==> src/uart_pkg.sv <==
package uart_pkg;

  // ~~~~~~~~~~~~~~~~~~~~
  // line level types
  // ~~~~~~~~~~~~~~~~~~~~

  typedef logic [7:0] uart_byte_t;    // one byte on the wire
  typedef logic [3:0] bit_idx_t;      // 0..10 within a frame

  // start + 8 data + parity + stop
  localparam int FRAME_BITS = 11;

  // result of one received frame
  typedef struct packed {
    uart_byte_t data;
    logic       parity_err;   // parity bit did not match the data
    logic       stop_err;     // stop bit sampled low
  } rx_status_t;

  // ~~~~~~~~~~~~~~~~~~~~
  // helpers
  // ~~~~~~~~~~~~~~~~~~~~

  // even parity: the bit that makes the total count of ones even
  function automatic logic even_parity(input uart_byte_t b);
    logic p;
    p = ^b;
    return p;
  endfunction

endpackage

==> src/cmd_pkg.sv <==
package cmd_pkg;

  // ~~~~~~~~~~~~~~~~~~~~
  // host command types
  // ~~~~~~~~~~~~~~~~~~~~

  typedef logic [15:0] cmd_word_t;    // raw word from the host
  typedef logic [6:0]  reg_addr_t;    // remote register address
  typedef logic [7:0]  reg_data_t;    // remote register contents

  // field view of cmd_word_t
  //   [15]   1 = write, 0 = read
  //   [14:8] register address
  //   [7:0]  write data, ignored on reads
  typedef struct packed {
    logic      write;
    reg_addr_t addr;
    reg_data_t data;
  } cmd_fields_t;

endpackage

==> src/uart_tx_frame.sv <==
`timescale 1ns/1ps

module uart_tx_frame #(
  parameter int BIT_CYCLES = 434
) (
  input  logic                 clk,
  input  logic                 rst_n,
  input  logic                 tx_start,
  input  uart_pkg::uart_byte_t tx_byte,
  output logic                 tx,
  output logic                 tx_busy
);

  localparam int CNT_W = $clog2(BIT_CYCLES);

  logic [CNT_W-1:0]                 cnt;       // clocks within the current bit
  uart_pkg::bit_idx_t               bit_idx;   // bit currently on the line
  logic [uart_pkg::FRAME_BITS-1:0]  frame;     // bits still to go, lsb next
  logic                             bit_end;

  assign bit_end = tx_busy && (cnt == CNT_W'(BIT_CYCLES - 1));

  // ~~~~~~~~~~~~~~~~~~~~
  // frame shift register
  // ~~~~~~~~~~~~~~~~~~~~

  always_ff @(posedge clk)
  begin
    if (tx_start)
      frame <= {1'b1, uart_pkg::even_parity(tx_byte), tx_byte, 1'b0};
    else if (bit_end)
      frame <= {1'b1, frame[uart_pkg::FRAME_BITS-1:1]};  // fill with idle level
  end

  // ~~~~~~~~~~~~~~~~~~~~
  // bit timing and line
  // ~~~~~~~~~~~~~~~~~~~~

  always_ff @(posedge clk or negedge rst_n)
  begin
    if (!rst_n)
    begin
      tx      <= 1'b1;
      tx_busy <= 1'b0;
      cnt     <= '0;
      bit_idx <= '0;
    end
    else if (tx_start)
    begin
      tx      <= 1'b0;                        // start bit
      tx_busy <= 1'b1;
      cnt     <= '0;
      bit_idx <= '0;
    end
    else if (bit_end)
    begin
      cnt <= '0;
      if (bit_idx == uart_pkg::bit_idx_t'(uart_pkg::FRAME_BITS - 1))
      begin
        tx      <= 1'b1;                      // stop bit done, back to idle
        tx_busy <= 1'b0;
      end
      else
      begin
        tx      <= frame[1];
        bit_idx <= bit_idx + 1'b1;
      end
    end
    else if (tx_busy)
      cnt <= cnt + 1'b1;
  end

  // the controller must wait for the line to go idle before a new byte
  a_no_start_when_busy: assert property (
    @(posedge clk) disable iff (!rst_n) tx_start |-> !tx_busy
  );

endmodule

==> src/uart_rx_frame.sv <==
`timescale 1ns/1ps

module uart_rx_frame #(
  parameter int BIT_CYCLES = 434
) (
  input  logic                 clk,
  input  logic                 rst_n,
  input  logic                 rx,
  output logic                 rx_done,
  output uart_pkg::rx_status_t rx_stat
);

  localparam int CNT_W     = $clog2(BIT_CYCLES);
  localparam int SAMPLES   = uart_pkg::FRAME_BITS - 1;   // data, parity, stop

  typedef enum logic [1:0] {
    rs_idle,
    rs_start,
    rs_bits
  } rx_state_t;

  rx_state_t          state;
  logic               rx_meta;
  logic               rx_sync;
  logic               rx_prev;
  logic               fall;
  logic [CNT_W-1:0]   cnt;
  uart_pkg::bit_idx_t bit_idx;
  logic [SAMPLES-1:0] samp;
  logic [SAMPLES-1:0] samp_next;
  logic               half_bit;
  logic               full_bit;

  assign fall      = rx_prev && !rx_sync;
  assign half_bit  = (cnt == CNT_W'(BIT_CYCLES / 2 - 1));
  assign full_bit  = (cnt == CNT_W'(BIT_CYCLES - 1));
  assign samp_next = {rx_sync, samp[SAMPLES-1:1]};       // newest bit enters at msb

  // ~~~~~~~~~~~~~~~~~~~~
  // input synchronizer
  // ~~~~~~~~~~~~~~~~~~~~

  always_ff @(posedge clk or negedge rst_n)
  begin
    if (!rst_n)
    begin
      rx_meta <= 1'b1;
      rx_sync <= 1'b1;
      rx_prev <= 1'b1;
    end
    else
    begin
      rx_meta <= rx;
      rx_sync <= rx_meta;
      rx_prev <= rx_sync;
    end
  end

  // ~~~~~~~~~~~~~~~~~~~~
  // frame sampling
  // ~~~~~~~~~~~~~~~~~~~~

  always_ff @(posedge clk or negedge rst_n)
  begin
    if (!rst_n)
    begin
      state   <= rs_idle;
      cnt     <= '0;
      bit_idx <= '0;
      rx_done <= 1'b0;
    end
    else
    begin
      rx_done <= 1'b0;
      cnt     <= cnt + 1'b1;
      case (state)
        rs_idle:
        begin
          cnt <= '0;
          if (fall)
            state <= rs_start;
        end
        rs_start:
        begin
          if (half_bit)
          begin
            cnt     <= '0;
            bit_idx <= '0;
            state   <= rx_sync ? rs_idle : rs_bits;  // glitch, not a start bit
          end
        end
        default:
        begin
          if (full_bit)
          begin
            cnt     <= '0;
            bit_idx <= bit_idx + 1'b1;
            if (bit_idx == uart_pkg::bit_idx_t'(SAMPLES - 1))
            begin
              rx_done <= 1'b1;                  // center of stop bit
              state   <= rs_idle;
            end
          end
        end
      endcase
    end
  end

  always_ff @(posedge clk)
  begin
    if (state == rs_bits && full_bit)
    begin
      samp <= samp_next;
      if (bit_idx == uart_pkg::bit_idx_t'(SAMPLES - 1))
      begin
        rx_stat.data       <= samp_next[7:0];
        rx_stat.parity_err <= uart_pkg::even_parity(samp_next[7:0]) != samp_next[8];
        rx_stat.stop_err   <= !samp_next[9];
      end
    end
  end

  a_done_pulse: assert property (
    @(posedge clk) disable iff (!rst_n) rx_done |=> !rx_done
  );

endmodule

==> src/uart_cmd_ctrl.sv <==
`timescale 1ns/1ps

module uart_cmd_ctrl #(
  parameter int BIT_CYCLES        = 434,
  parameter int GAP_BITS          = 2,
  parameter int RESP_TIMEOUT_BITS = 40
) (
  input  logic                 clk,
  input  logic                 rst_n,
  input  cmd_pkg::cmd_word_t   cmd_in,
  input  logic                 cmd_vld,
  output logic                 cmd_rdy,
  output logic                 tx_start,
  output uart_pkg::uart_byte_t tx_byte,
  input  logic                 tx_busy,
  input  logic                 rx_done,
  input  uart_pkg::rx_status_t rx_stat,
  output logic                 read_rdy,
  output cmd_pkg::reg_data_t   read_data,
  output logic                 read_err
);

  localparam int GAP_CYCLES     = GAP_BITS * BIT_CYCLES;
  localparam int TIMEOUT_CYCLES = RESP_TIMEOUT_BITS * BIT_CYCLES;
  localparam int MAX_CYCLES     = (GAP_CYCLES > TIMEOUT_CYCLES) ? GAP_CYCLES : TIMEOUT_CYCLES;
  localparam int CNT_W          = $clog2(MAX_CYCLES + 1);

  typedef enum logic [2:0] {
    st_idle,
    st_send_cmd,
    st_wait_cmd,
    st_gap,
    st_send_data,
    st_wait_data,
    st_wait_resp,
    st_done_read
  } ctrl_state_t;

  ctrl_state_t          state;
  ctrl_state_t          state_nxt;
  cmd_pkg::cmd_fields_t cmd_q;
  logic [CNT_W-1:0]     cnt;        // gap and response timeout share this
  logic                 gap_end;
  logic                 timeout;

  assign cmd_rdy  = (state == st_idle);
  assign tx_start = (state == st_send_cmd) || (state == st_send_data);
  assign tx_byte  = (state == st_send_data) ? cmd_q.data : {cmd_q.write, cmd_q.addr};
  assign read_rdy = (state == st_done_read);
  assign gap_end  = (cnt == CNT_W'(GAP_CYCLES - 1));
  assign timeout  = (cnt == CNT_W'(TIMEOUT_CYCLES - 1));

  // ~~~~~~~~~~~~~~~~~~~~
  // sequencing
  // ~~~~~~~~~~~~~~~~~~~~

  always_comb
  begin
    state_nxt = state;
    case (state)
      st_idle:      if (cmd_vld) state_nxt = st_send_cmd;
      st_send_cmd:  state_nxt = st_wait_cmd;
      st_wait_cmd:  if (!tx_busy) state_nxt = cmd_q.write ? st_gap : st_wait_resp;
      st_gap:       if (gap_end) state_nxt = st_send_data;
      st_send_data: state_nxt = st_wait_data;
      st_wait_data: if (!tx_busy) state_nxt = st_idle;
      st_wait_resp: if (rx_done || timeout) state_nxt = st_done_read;
      default:      state_nxt = st_idle;                  // done_read lasts one cycle
    endcase
  end

  always_ff @(posedge clk or negedge rst_n)
  begin
    if (!rst_n)
    begin
      state <= st_idle;
      cnt   <= '0;
    end
    else
    begin
      state <= state_nxt;
      if ((state == st_gap || state == st_wait_resp) && state_nxt == state)
        cnt <= cnt + 1'b1;
      else
        cnt <= '0;
    end
  end

  // ~~~~~~~~~~~~~~~~~~~~
  // command and result
  // ~~~~~~~~~~~~~~~~~~~~

  always_ff @(posedge clk)
  begin
    if (cmd_vld && cmd_rdy)
      cmd_q <= cmd_pkg::cmd_fields_t'(cmd_in);
    if (state == st_wait_resp && rx_done)
    begin
      read_data <= rx_stat.data;
      read_err  <= rx_stat.parity_err || rx_stat.stop_err;
    end
    else if (state == st_wait_resp && timeout)
    begin
      read_data <= '0;                                    // no answer from the device
      read_err  <= 1'b1;
    end
  end

  a_read_rdy_pulse: assert property (
    @(posedge clk) disable iff (!rst_n) read_rdy |=> !read_rdy
  );

  // a new byte only goes to an idle transmitter, which then takes it
  a_start_handshake: assert property (
    @(posedge clk) disable iff (!rst_n) tx_start |-> !tx_busy ##1 tx_busy
  );

endmodule

==> src/uart_cmd_master.sv <==
`timescale 1ns/1ps

module uart_cmd_master #(
  parameter int BIT_CYCLES        = 434,
  parameter int GAP_BITS          = 2,
  parameter int RESP_TIMEOUT_BITS = 40
) (
  input  logic               clk,
  input  logic               rst_n,
  input  cmd_pkg::cmd_word_t cmd_in,
  input  logic               cmd_vld,
  output logic               cmd_rdy,
  input  logic               rx,
  output logic               tx,
  output logic               read_rdy,
  output cmd_pkg::reg_data_t read_data,
  output logic               read_err
);

  logic                 tx_start;
  uart_pkg::uart_byte_t tx_byte;
  logic                 tx_busy;
  logic                 rx_done;
  uart_pkg::rx_status_t rx_stat;

  uart_cmd_ctrl #(
    .BIT_CYCLES        (BIT_CYCLES),
    .GAP_BITS          (GAP_BITS),
    .RESP_TIMEOUT_BITS (RESP_TIMEOUT_BITS)
  ) uart_cmd_ctrl_inst (
    .clk       (clk),
    .rst_n     (rst_n),
    .cmd_in    (cmd_in),
    .cmd_vld   (cmd_vld),
    .cmd_rdy   (cmd_rdy),
    .tx_start  (tx_start),
    .tx_byte   (tx_byte),
    .tx_busy   (tx_busy),
    .rx_done   (rx_done),
    .rx_stat   (rx_stat),
    .read_rdy  (read_rdy),
    .read_data (read_data),
    .read_err  (read_err)
  );

  uart_tx_frame #(
    .BIT_CYCLES (BIT_CYCLES)
  ) uart_tx_frame_inst (
    .clk      (clk),
    .rst_n    (rst_n),
    .tx_start (tx_start),
    .tx_byte  (tx_byte),
    .tx       (tx),
    .tx_busy  (tx_busy)
  );

  uart_rx_frame #(
    .BIT_CYCLES (BIT_CYCLES)
  ) uart_rx_frame_inst (
    .clk     (clk),
    .rst_n   (rst_n),
    .rx      (rx),
    .rx_done (rx_done),
    .rx_stat (rx_stat)
  );

endmodule

==> config.mk <==
export PLATFORM = sky130hd
export DESIGN_NAME = uart_cmd_master
export DESIGN_NICKNAME = d
export VERILOG_FILES = /design/src/uart_pkg.sv /design/src/cmd_pkg.sv /design/src/uart_tx_frame.sv /design/src/uart_rx_frame.sv /design/src/uart_cmd_ctrl.sv /design/src/uart_cmd_master.sv
export SDC_FILE = /design/constraint.sdc
export NUM_CORES = 1
export LEC_CHECK = 0
export BUFFER_PORTS_ARGS = -buffer_cell sky130_fd_sc_hd__buf_2
export CAP_MARGIN = 20
export CORE_AREA = 4 4 92 94
export CTS_BUF_LIST = sky130_fd_sc_hd__clkbuf_4 sky130_fd_sc_hd__clkbuf_8 sky130_fd_sc_hd__clkbuf_16
export DETAILED_ROUTE_END_ITERATION = 12
export DIE_AREA = 0 0 96 98
export PLACE_DENSITY = 0.94
export SYNTH_ARGS = -nofsm -noshare
export SYNTH_HDL_FRONTEND = slang
export SYNTH_SLANG_ARGS = --single-unit
==> constraint.sdc <==
create_clock -name clk -period 5.1 [get_ports clk]
set_input_delay 1.02 -clock clk [delete_from_list [all_inputs] [get_ports clk]]
set_output_delay 1.02 -clock clk [all_outputs]
set_load 0.03 [all_outputs]
==> flow_summary.toml <==
[timing]
holdWs_ns = 0.367
slew_headroom_pct = 34.1
maxSlewViolCount = 0
setup_tns_ns = 0
timing.final.crit_share_pct = 49.8
tightest_slew_ns = 0.989
min_period_ns = 2.54
fin_skew_ns = 0.0129
fmax_ghz = 0.394
final-hold-violation-count = 0
setup_viol = 0
rsz0062_at_grt = "no"

[global_route]
grt_pass1_vias = 3383
antenna_found_initial = 0
overflow = 0
grt_max_degree = 53
grt_usage_pct = 21.7
grt_first_pass_wirelength_um = 15800

[placement]
globalplace.congestion = 0.927
port_buffers = 31
post-dp-hpwl_um = 6520
placed_cells = 523

[setup_path]
critPathLaunch = "uart_cmd_ctrl_inst.state[0]"
cp-start-kind = "register"
end_kind = "primary output"
worstSetupPathType = "reg -> out"
rr_startpoint = "uart_tx_frame_inst.cnt[0]"
worst_ep_required_time_ns = 4.08
cp.arrival_ns = 1.52
crit_fanout = 11

[clock_network]
ctsHoldBuffers = 0
cts_setup_buffers = 0
clockRootBuffer = "clkbuf_8"
htreeDepth = 3
cts_tree = "built"
cts.clk_slew.worst_paths_ns = 0.11
numCtsBuffers = 9
post_cts_resized = 0
clockBufferDepth = 2
clock_sinks = 105
clk_latency_ns = 0.38

[drt]
via_count = 3307
drt_iter0_markers = 205
wire_per_inst_um = 17.7
wirelength_um = 9550
vias_per_cell = 6.11
drc = 0
first_pass_iters = 5
postRouteAntennaNets = 0

[yosys]
synth.distinct_cells = 63
synth_seq_cells = 105
synth_cells = 404
synth_nets = 434
avgSynthCellArea_um2 = 12.2
synth-async-reset-ratio_pct = 49.5
yosysSeqAreaShare_pct = 58.9
ys_warn_count = 0
synth-edff-count = 53
dominantRegCellSynth = "edfxtp_1"
syn_area_um2 = 4920

[pwr]
leakage_uw = 0.00197
p_comb_share_pct = 5.4
power_density_nw_per_um2 = 287
p_int_uw = 1140
power_uw = 1530
switchingPower_uw = 393
ir_drop_mv = 0.271
p_seq_share_pct = 61.0
switching_share_pct = 25.6
clockPowerShare_pct = 33.7

[cells_and_area]
final_cell_mix = "edfxtp_1 (53), dfrtp_1 (48), xnor2_1 (33)"
layout_commonest_cell = "edfxtp_1"
layout.cells.non_filler = 541
area_growth_syn_to_layout_pct = 8.80
fillers = 479
nets = 464
n_antenna_cell = 0
drive_gt1_share_pct = 16.6

[die]
num_rows = 32
core_area_um2 = 7650
initial_utilization_pct = 64.3
die_w_um = 96
die_y_um = 98
io_pins = 32
dieArea_um2 = 9410

[flow_run]
cap_violations = 0

[hold_path]
hold_class = "reg -> reg"
worstHoldStart = "uart_rx_frame_inst.rx_meta"

[outcome]
status = "finished, final reports clean"
[power groups by stage]
stage	clock (uW)	sequential [uW]	combinational [uW]
after floorplan	0	942	55.3
after global placement	0	950	73.0
after detailed placement	0	952	78.9
after CTS	523	935	80.4
after global routing	557	939	95.3
final	517	936	82.2
[cell families (layout without fill, tap and decap cells)]
group	Yosys count	count (layout)	share of synthesized area, %
and+or+nand+nor	135	135	15.6
DFF	105	105	58.9
AOI/OAI and AO/OA	68	68	9.87
xor gates and xnor gates	43	43	7.81
buffers and inverters	34	69	3.43
adders and majority gates	10	10	2.54
muxes	9	9	1.83
[critical path, cell delays in order, from the launching register on]
cell     delay (ns)
dfrtp_1        0.53
nor3_1         0.35
buf_2          0.26
[layer usage]
metal	track usage [%]	vias to the layer above	wire, um
met2	37.6	148	5130
met4	10.4	0	396
met3	5.47	42	551
met5	0	-	0
met1	24.5	1595	3480
li1	-	1522	-
[per-stage QoR]
| stage | area (um2) | setup WS (ns) | utilization, % |
|---|---|---|---|
| floorplan | 4920 | 2.82 | - |
| global placement | 5110 | 2.75 | 66.9 |
| detailed placement | 5110 | 2.64 | 66.9 |
| CTS | 5330 | 2.56 | 69.6 |
| global route | 5350 | 2.38 | 70.0 |
| finish | 5350 | 2.56 | 70.0 |
[state kept, by name, summed over array words and instances (netlist names)]
| name | flops |
|---|---|
| uart_tx_frame_inst.cnt | 9 |
| uart_tx_frame_inst.tx | 1 |
| uart_rx_frame_inst.rx_meta | 1 |
| uart_tx_frame_inst.tx_busy | 1 |
| uart_cmd_ctrl_inst.state | 3 |
| uart_rx_frame_inst.rx_prev | 1 |
| uart_rx_frame_inst.rx_sync | 1 |
| uart_rx_frame_inst.samp | 9 |
| uart_rx_frame_inst.rx_done | 1 |
| uart_rx_frame_inst.rx_stat | 10 |
| uart_rx_frame_inst.state | 2 |
| uart_cmd_ctrl_inst.cnt | 15 |
| uart_tx_frame_inst.bit_idx | 4 |
| uart_rx_frame_inst.bit_idx | 4 |
| uart_cmd_ctrl_inst.read_err | 1 |
| uart_cmd_ctrl_inst.read_data | 8 |
| uart_rx_frame_inst.cnt | 9 |
| uart_cmd_ctrl_inst.cmd_q | 16 |
| uart_tx_frame_inst.frame | 9 |
[path summary, 6_finish.rpt]
path	slack (ns)	cells past startpoint	endpoint
setup / recovery	2.56	2	cmd_rdy
hold / removal	0.37	0	uart_rx_frame_inst.rx_sync
setup reg to reg	2.57	5	uart_tx_frame_inst.cnt[4]
hold reg to reg	0.37	0	uart_rx_frame_inst.rx_sync
max in group asynchronous	3.88	2	uart_rx_frame_inst.rx_meta
min in group asynchronous	0.61	1	uart_tx_frame_inst.cnt[7]
[cells in the mapped netlist, types with 7 or more instances]
cell,count,area share [%]
o21ai_0,10,1.0
nand4_1,11,1.4
mux2i_1,9,1.8
xnor2_1,33,5.9
a21oi_1,15,1.5
inv_1,19,1.4
and2_1,11,1.4
a21oi_2,7,1.2
nor3_1,10,1.0
nor2_1,25,1.9
dfrtp_1,48,24
nand3_1,14,1.4
ha_1,10,2.5
nand2_1,23,1.8
edfxtp_1,53,32
o2bb2ai_1,8,1.4
xor2_1,9,1.6
and3_1,8,1.0
[final cells by class]
cell class | count | area (um2) | share of cell area (%)
Inverter | 19 | 71.3 | 1.33
Clock inverter | 7 | 88.8 | 1.66
Clock buffer | 9 | 124 | 2.31
Multi-Input combinational cell | 265 | 1850 | 34.6
Tap cell | 102 | 128 | 2.38
Timing Repair Buffer | 34 | 190 | 3.55
Sequential cell | 105 | 2900 | 54.1
No activity file was read; power rests on OpenSTA's default activity.
